[src/uart_pkg.sv]
// shared definitions for the uart peripheral.
// bit timing, fifo depth, register map and payload types.

package uart_pkg;

   // serial timing.
   localparam int CLKS_PER_BIT = 8;
   localparam int HALF_BIT     = CLKS_PER_BIT / 2;   // start-bit edge to first check.
   localparam int CNT_W        = $clog2(CLKS_PER_BIT);
   localparam int FRAME_BITS   = 10;                  // start, 8 data, stop.

   // entries per fifo.
   localparam int FIFO_DEPTH = 4;

   // wishbone word addresses.
   localparam logic [0:0] ADR_DATA   = 1'b0;
   localparam logic [0:0] ADR_STATUS = 1'b1;

   // status register bit positions.
   localparam int STAT_RX_VALID = 0;
   localparam int STAT_TX_FULL  = 1;
   localparam int STAT_RX_FERR  = 2;
   localparam int STAT_OVERRUN  = 3;

   typedef logic [7:0] byte_t;

   // received byte with its framing status.
   typedef struct packed {
      logic  ferr;
      byte_t data;
   } rx_word_t;

endpackage

[src/uart_fifo.sv]
// synchronous fifo, first-word fall-through.
// payload type and depth are parameters.

`timescale 1ns/1ps

module uart_fifo import uart_pkg::*; #(
   parameter type T_PAYLOAD = byte_t,
   parameter int  DEPTH     = FIFO_DEPTH
) (
   input  logic     i_clk,
   input  logic     i_nrst,
   input  logic     i_push,
   input  T_PAYLOAD i_data,
   input  logic     i_pop,
   output T_PAYLOAD o_data,
   output logic     o_empty,
   output logic     o_full
);

   localparam int PTR_W = (DEPTH > 1) ? $clog2(DEPTH) : 1;
   localparam int CNT_W = $clog2(DEPTH + 1);

   T_PAYLOAD         mem [DEPTH];
   logic [PTR_W-1:0] wr_ptr;
   logic [PTR_W-1:0] rd_ptr;
   logic [CNT_W-1:0] count;
   logic             do_push;
   logic             do_pop;

   assign o_empty = (count == '0);
   assign o_full  = (count == CNT_W'(DEPTH));
   assign o_data  = mem[rd_ptr];   // head is always visible.

   assign do_pop  = i_pop & ~o_empty;
   assign do_push = i_push & (~o_full | do_pop);   // full fifo still takes a push with a pop.

   always_ff @(posedge i_clk) begin
      if (do_push) mem[wr_ptr] <= i_data;
   end

   always_ff @(posedge i_clk or negedge i_nrst) begin
      if (!i_nrst) begin
         wr_ptr <= '0;
         rd_ptr <= '0;
         count  <= '0;
      end else begin
         if (do_push) wr_ptr <= (wr_ptr == PTR_W'(DEPTH - 1)) ? '0 : wr_ptr + 1'b1;
         if (do_pop) rd_ptr <= (rd_ptr == PTR_W'(DEPTH - 1)) ? '0 : rd_ptr + 1'b1;
         if (do_push && !do_pop) count <= count + 1'b1;
         else if (do_pop && !do_push) count <= count - 1'b1;
      end
   end

endmodule

[src/uart_rx.sv]
// 8n1 serial receiver at a fixed bit rate.
// two-flop input sync, start-bit check, mid-bit sampling, stop-bit check.

`timescale 1ns/1ps

module uart_rx import uart_pkg::*; (
   input  logic     i_clk,
   input  logic     i_nrst,
   input  logic     i_rx,
   output logic     o_push,
   output rx_word_t o_word
);

   typedef enum logic [1:0] {
      S_IDLE,
      S_START,
      S_DATA,
      S_STOP
   } state_t;

   state_t           state;
   logic [CNT_W-1:0] cnt;
   logic [1:0]       sync;
   logic             rx_s;
   byte_t            shreg;
   logic             half_done;
   logic             bit_done;

   assign rx_s      = sync[1];
   assign half_done = (cnt == CNT_W'(HALF_BIT - 1));
   assign bit_done  = (cnt == CNT_W'(CLKS_PER_BIT - 1));

   // word is pushed in the cycle the stop bit is sampled.
   assign o_push      = (state == S_STOP) && bit_done;
   assign o_word.data = shreg;
   assign o_word.ferr = ~rx_s;   // low stop bit.

   always_ff @(posedge i_clk or negedge i_nrst) begin
      if (!i_nrst) sync <= 2'b11;   // line idles high.
      else sync <= {sync[0], i_rx};
   end

   // marker bit in the msb walks down, done when it reaches bit 0.
   always_ff @(posedge i_clk) begin
      if (state == S_IDLE) shreg <= 8'h80;
      else if (state == S_DATA && bit_done) shreg <= {rx_s, shreg[7:1]};
   end

   always_ff @(posedge i_clk or negedge i_nrst) begin
      if (!i_nrst) begin
         state <= S_IDLE;
         cnt   <= '0;
      end else begin
         case (state)
            S_IDLE: if (!rx_s) begin
               state <= S_START;
               cnt   <= '0;
            end
            S_START: if (half_done) begin
               cnt   <= '0;
               state <= rx_s ? S_IDLE : S_DATA;   // high again means a glitch.
            end else cnt <= cnt + 1'b1;
            S_DATA: if (bit_done) begin
               cnt <= '0;
               if (shreg[0]) state <= S_STOP;   // last data bit taken.
            end else cnt <= cnt + 1'b1;
            S_STOP: if (bit_done) state <= S_IDLE;
            else cnt <= cnt + 1'b1;
            default: state <= S_IDLE;
         endcase
      end
   end

endmodule

[src/uart_tx.sv]
// 8n1 serial transmitter.
// pulls bytes from the transmit fifo, frames back to back.

`timescale 1ns/1ps

module uart_tx import uart_pkg::*; (
   input  logic  i_clk,
   input  logic  i_nrst,
   input  logic  i_empty,
   input  byte_t i_data,
   output logic  o_pop,
   output logic  o_tx
);

   logic                  busy;
   logic [FRAME_BITS-1:0] shreg;
   logic [CNT_W-1:0]      cnt;
   logic [3:0]            bit_cnt;
   logic                  bit_done;
   logic                  last_bit;

   assign bit_done = (cnt == CNT_W'(CLKS_PER_BIT - 1));
   assign last_bit = bit_done && (bit_cnt == 4'(FRAME_BITS - 1));

   // take the next byte when idle or at the end of the stop bit.
   assign o_pop = (~busy | last_bit) & ~i_empty;
   assign o_tx  = shreg[0];

   always_ff @(posedge i_clk or negedge i_nrst) begin
      if (!i_nrst) begin
         busy    <= 1'b0;
         shreg   <= '1;   // line high when idle.
         cnt     <= '0;
         bit_cnt <= '0;
      end else if (o_pop) begin
         busy    <= 1'b1;
         shreg   <= {1'b1, i_data, 1'b0};   // stop, data, start.
         cnt     <= '0;
         bit_cnt <= '0;
      end else if (busy) begin
         if (bit_done) begin
            cnt     <= '0;
            bit_cnt <= bit_cnt + 1'b1;
            shreg   <= {1'b1, shreg[FRAME_BITS-1:1]};   // ones fill behind.
            if (last_bit) busy <= 1'b0;
         end else begin
            cnt <= cnt + 1'b1;
         end
      end
   end

endmodule

[src/uart_wb_regs.sv]
// wishbone classic slave for the uart.
// data and status registers, fifo push and pop, sticky overrun flag.
// ack one cycle after a new access, side effects on the same edge.

`timescale 1ns/1ps

module uart_wb_regs import uart_pkg::*; (
   input  logic       i_clk,
   input  logic       i_nrst,
   input  logic       i_wb_cyc,
   input  logic       i_wb_stb,
   input  logic       i_wb_we,
   input  logic [0:0] i_wb_adr,
   input  byte_t      i_wb_dat,
   output byte_t      o_wb_dat,
   output logic       o_wb_ack,
   output logic       o_tx_push,
   output byte_t      o_tx_data,
   input  logic       i_tx_full,
   output logic       o_rx_pop,
   input  rx_word_t   i_rx_word,
   input  logic       i_rx_empty,
   input  logic       i_rx_push,
   input  logic       i_rx_full
);

   logic  new_acc;
   logic  sel_data;
   logic  sel_status;
   logic  ovr_clr;
   logic  overrun;
   byte_t status;
   byte_t rd_data;

   // decode.
   assign new_acc    = i_wb_cyc & i_wb_stb & ~o_wb_ack;   // held until ack, so once.
   assign sel_data   = (i_wb_adr == ADR_DATA);
   assign sel_status = (i_wb_adr == ADR_STATUS);

   // execute.
   assign o_tx_push = new_acc & i_wb_we & sel_data;   // fifo drops it when full.
   assign o_tx_data = i_wb_dat;
   assign o_rx_pop  = new_acc & ~i_wb_we & sel_data & ~i_rx_empty;
   assign ovr_clr   = new_acc & i_wb_we & sel_status;

   always_comb begin
      status                = '0;
      status[STAT_RX_VALID] = ~i_rx_empty;
      status[STAT_TX_FULL]  = i_tx_full;
      status[STAT_RX_FERR]  = ~i_rx_empty & i_rx_word.ferr;   // head word only.
      status[STAT_OVERRUN]  = overrun;
   end

   // empty fifo reads as zero.
   assign rd_data = sel_status ? status : (i_rx_empty ? '0 : i_rx_word.data);

   // a push on a full fifo is lost unless a pop frees a slot on the same edge.
   always_ff @(posedge i_clk or negedge i_nrst) begin
      if (!i_nrst) overrun <= 1'b0;
      else if (i_rx_push && i_rx_full && !o_rx_pop) overrun <= 1'b1;
      else if (ovr_clr) overrun <= 1'b0;
   end

   // result.
   always_ff @(posedge i_clk or negedge i_nrst) begin
      if (!i_nrst) begin
         o_wb_ack <= 1'b0;
         o_wb_dat <= '0;
      end else begin
         o_wb_ack <= new_acc;
         if (new_acc && !i_wb_we) o_wb_dat <= rd_data;
      end
   end

endmodule

[src/uart_top.sv]
// uart peripheral top level.
// bus block, receive and transmit fifos, receiver and transmitter.

`timescale 1ns/1ps

module uart_top import uart_pkg::*; (
   input  logic       i_clk,
   input  logic       i_nrst,
   input  logic       i_wb_cyc,
   input  logic       i_wb_stb,
   input  logic       i_wb_we,
   input  logic [0:0] i_wb_adr,
   input  byte_t      i_wb_dat,
   output byte_t      o_wb_dat,
   output logic       o_wb_ack,
   input  logic       i_rx,
   output logic       o_tx
);

   // receive side.
   logic     rx_push;
   logic     rx_pop;
   logic     rx_empty;
   logic     rx_full;
   rx_word_t rx_in_word;
   rx_word_t rx_head;

   // transmit side.
   logic  tx_push;
   logic  tx_pop;
   logic  tx_empty;
   logic  tx_full;
   byte_t tx_in_data;
   byte_t tx_head;

   uart_wb_regs regs (
      .i_clk      (i_clk),
      .i_nrst     (i_nrst),
      .i_wb_cyc   (i_wb_cyc),
      .i_wb_stb   (i_wb_stb),
      .i_wb_we    (i_wb_we),
      .i_wb_adr   (i_wb_adr),
      .i_wb_dat   (i_wb_dat),
      .o_wb_dat   (o_wb_dat),
      .o_wb_ack   (o_wb_ack),
      .o_tx_push  (tx_push),
      .o_tx_data  (tx_in_data),
      .i_tx_full  (tx_full),
      .o_rx_pop   (rx_pop),
      .i_rx_word  (rx_head),
      .i_rx_empty (rx_empty),
      .i_rx_push  (rx_push),
      .i_rx_full  (rx_full)
   );

   uart_fifo #(.T_PAYLOAD(rx_word_t), .DEPTH(FIFO_DEPTH)) rx_fifo (
      .i_clk   (i_clk),
      .i_nrst  (i_nrst),
      .i_push  (rx_push),
      .i_data  (rx_in_word),
      .i_pop   (rx_pop),
      .o_data  (rx_head),
      .o_empty (rx_empty),
      .o_full  (rx_full)
   );

   uart_fifo #(.T_PAYLOAD(byte_t), .DEPTH(FIFO_DEPTH)) tx_fifo (
      .i_clk   (i_clk),
      .i_nrst  (i_nrst),
      .i_push  (tx_push),
      .i_data  (tx_in_data),
      .i_pop   (tx_pop),
      .o_data  (tx_head),
      .o_empty (tx_empty),
      .o_full  (tx_full)
   );

   uart_rx rx (
      .i_clk  (i_clk),
      .i_nrst (i_nrst),
      .i_rx   (i_rx),
      .o_push (rx_push),
      .o_word (rx_in_word)
   );

   uart_tx tx (
      .i_clk   (i_clk),
      .i_nrst  (i_nrst),
      .i_empty (tx_empty),
      .i_data  (tx_head),
      .o_pop   (tx_pop),
      .o_tx    (o_tx)
   );

endmodule

[config.mk]
export PLATFORM = sky130hd
export DESIGN_NAME = uart_top
export DESIGN_NICKNAME = d
export VERILOG_FILES = /design/src/uart_pkg.sv /design/src/uart_fifo.sv /design/src/uart_rx.sv /design/src/uart_tx.sv /design/src/uart_wb_regs.sv /design/src/uart_top.sv
export SDC_FILE = /design/constraint.sdc
export NUM_CORES = 1
export LEC_CHECK = 0
export BUFFER_PORTS_ARGS = -buffer_cell sky130_fd_sc_hd__buf_2
export CAP_MARGIN = 10
export CORE_MARGIN = 1
export CORE_UTILIZATION = 55
export DETAILED_ROUTE_END_ITERATION = 6
export PLACE_DENSITY = 0.82
export SLEW_MARGIN = 30
export SYNTH_ARGS = -nofsm -noshare
export SYNTH_HDL_FRONTEND = slang
export SYNTH_SLANG_ARGS = --single-unit
[constraint.sdc]
create_clock -name i_clk -period 2.7 [get_ports i_clk]
set_input_delay 0.54 -clock i_clk [delete_from_list [all_inputs] [get_ports i_clk]]
set_output_delay 0.54 -clock i_clk [all_outputs]
set_load 0.02 [all_outputs]
==> results.yml <==
setup_path:
  cp_cell_sequence: "ha_1 -> ha_2 -> nand3_1 -> o31ai_4 -> ha_1 -> inv_1 -> fa_1 -> xor2_1 -> nor2_1 -> xor2_1"
  critPathKind: "reg2reg"
  max_stage_delay_ns: 0.41
  path_max_fanout: 7
  crit_arrival_ns: 3.00
  crit_path_start_kind: "flop"
  critPathTopFamily: "adder cells"
  crit_start: "rx.cnt[0]"
  cp.required_ns: 3.12
  reg2reg_from: "rx.cnt[0]"
  path_buf_inv: 1
  end_kind: "flop"
  cpMaxStageDelayCell: "dfrtp_2"
power:
  p_per_area_mw_per_mm2: 924
  ir_worst_vdd_mv: 0.458
  p_leak_nw: 2.51
clock_tree:
  cts_buffers: 17
  postCtsHoldBufs: 0
  h-tree-depth: 4
  cts.path.max_buffers: 2
  cts_tree: "built"
  clk_transition_reported_paths_ns: 0.06
  ctsRootBufferMaster: "clkbuf_8"
  insertion_delay_ns: 0.51
  clock_sinks: 124
synth:
  synth_commonest_cells: "edfxtp_1 (68), dfrtp_1 (37), nor2_1 (23)"
  yosys_register_bits: 124
  avgSynthCellArea_sq_um: 14.9
  synth-compound-area-share_pct: 6.96
  synthFlopType: "edfxtp_1"
  synthAdderAreaFrac_pct: 5.57
  yosysMostFrequentCell: "edfxtp_1"
  synth_top_area_share_pct: 39.2
  syn_inst: 351
  yosysWarnings: 0
  synth_xor_area_share_pct: 1.34
  ys_seq_area_share_pct: 65.5
  synth_top_family_by_area: "multiplexers"
  muxShareOfSynthArea_pct: 9.65
  ys_top_cells_by_area: "edfxtp_1 (39%), dfrtp_1 (18%), mux4_2 (7.3%)"
  async_flop_share_pct: 38.7
  synth_area_leader_cell: "edfxtp_1"
  synthesis.area_sq_mm: 0.00521
  synth_cell_types: 49
  synth_simple_gate_area_share_pct: 7.97
  synth_edf_count: 68
  syn-num-nets: 388
routing:
  drtIter0Drc: 232
  first_pass_iters: 5
  wl_mm: 9.90
  top_layer: "met4"
  met2WireLength_mm: 4.95
  wl_met1_mm: 4.30
  wl_met3_um: 435
  wire_per_inst_um: 19.1
  drc: 0
  drtAntennaViolNets: 0
  vias_per_cell: 5.93
  vias: 3064
global_routing:
  grt_pass1_wl_mm: 16.4
  grt_max_degree: 28
  grt_remaining_overflow: 0
  grt_pass1_vias: 3201
  grt_antenna_before_repair: 0
  gr-usage-all-layers_pct: 22.6
run_status:
  status: "complete, no violations"
place:
  dpl.hpwl_mm: 6.21
  globalplace.congestion: 0.787
  portBuffers: 24
  place_inst: 481
finish:
  area_delta_synth_final_pct: 17.7
  stdcell_count: 517
  layout-drive-gt1-share_pct: 27.8
  nets: 430
  antenna_cells: 0
run:
  maxCapViolCount: 0
timing:
  hold_viol: 0
  finalSetupViolCount: 0
  fin_crit_sh_pct: 95.4
  rsz0062_at_grt: "no"
  tightest_slew_ns: 0.615
  max-slew-margin-rel_pct: 59.0
  finClkSkew_ns: 0.00884
  fmax_ghz: 0.388
  slew_viol_final: 0
  period_needed_ns: 2.58
  timing.setup.tns_ns: 0
min_path:
  hold_class: "in2async"
floorplan:
  initial_core_util_pct: 56.7
  core_area_sq_mm: 0.00920
  pin_count: 25
  die_x_um: 99.4
  rows: 35
  die_area_sq_mm: 0.00987
  die_h_um: 99.4
## layout by cell type (no fill, tap or decap), drive strengths merged, types with 11 or more instances in the layout
cell type	instances
o21ai	13
inv	27
dfrtp	37
nand2	23
edfxtp	68
nor2	24
buf	38
clkbuf	17
mux4	17
ha	20
dfstp	11
a22o	11
## routing by layer
layer	track usage [%]	up-vias
li1	-	1386
met1	29.0	1556
met2	35.8	98
met3	7.24	24
met4	9.50	0
met5	0	-
## state kept, by name, summed over array words and instances (netlist names), 2 cells and up, named ones only
signal          cells
rx_fifo.rd_ptr      2
tx.shreg            9
tx_fifo.count       3
rx.sync             2
rx.cnt              3
tx_fifo.rd_ptr      2
tx_fifo.mem        32
rx_fifo.wr_ptr      2
tx.cnt              3
rx_fifo.mem        36
tx_fifo.wr_ptr      2
tx.bit_cnt          4
rx.shreg            8
rx_fifo.count       3
regs.o_wb_dat       8
## area by class of cell
| class | count | area (sq um) |
|---|---|---|
| multi-input cells | 190 | 1660 |
| repair buffers | 38 | 238 |
| fillers | 597 | 3060 |
| clock inverters | 15 | 188 |
| well taps | 111 | 139 |
| inverters | 22 | 82.6 |
| flip-flops and latches | 124 | 3420 |
| clock buffers | 17 | 414 |
## cell families (layout without fill, tap and decap cells)
kind of cell,count (synthesis),count (layout)
muxes,28,28
adders and majority gates,22,22
AOI/OAI and AO/OA,50,50
buffers and inverters,37,92
xor gates and xnor gates,8,8
DFF,124,124
and+or+nand+nor,82,82
## worst paths after layout
check	to	cells after the start	slack (ns)
max	rx_fifo.count[2]	10	0.12
min	tx.bit_cnt[0]	1	0.003
max reg2reg	rx_fifo.count[2]	10	0.12
min reg2reg	rx.sync[1]	0	0.36
max in group asynchronous	rx.sync[0]	2	2.10
min in group i_clk	rx.sync[0]	1	0.12
## power by group
| part | total [W] | leakage, nW | switching, W | internal (W) |
|---|---|---|---|---|
| combinational | 0.000870 | 0.940 | 0.000460 | 0.000409 |
| clock | 0.00228 | 0.286 | 0.000863 | 0.00142 |
| sequential | 0.00252 | 1.29 | 0.000310 | 0.00221 |
## per-stage QoR
step	instance area [sq um]	utilization [%]	hold slack (ns)	setup slack, ns	total power [W]
floorplan	5210	-	0.244	0.293	0.00310
global placement	5490	59.7	0.346	0.266	0.00330
detailed placement	5490	59.7	0.349	0.119	0.00338
CTS	6090	66.2	0.00703	0.0642	0.00569
global route	6140	66.7	0.0203	0.00619	0.00593
finish	6140	66.7	0.00259	0.124	0.00567
## worst register-to-register path, cell delays in order (launching register included)
cell     delay (ns)
dfrtp_2        0.41
ha_1           0.21
ha_2           0.28
nand3_1        0.18
o31ai_4        0.28
ha_1           0.21
inv_1          0.06
fa_1           0.37
xor2_1         0.15
nor2_1         0.14
xor2_1         0.19
## timing repair
action	in CTS	in global routing
resized for setup	0	4
buffers inserted	0	4
endpoints found under the setup margin	0	3
(Power assumes the default switching activity.)
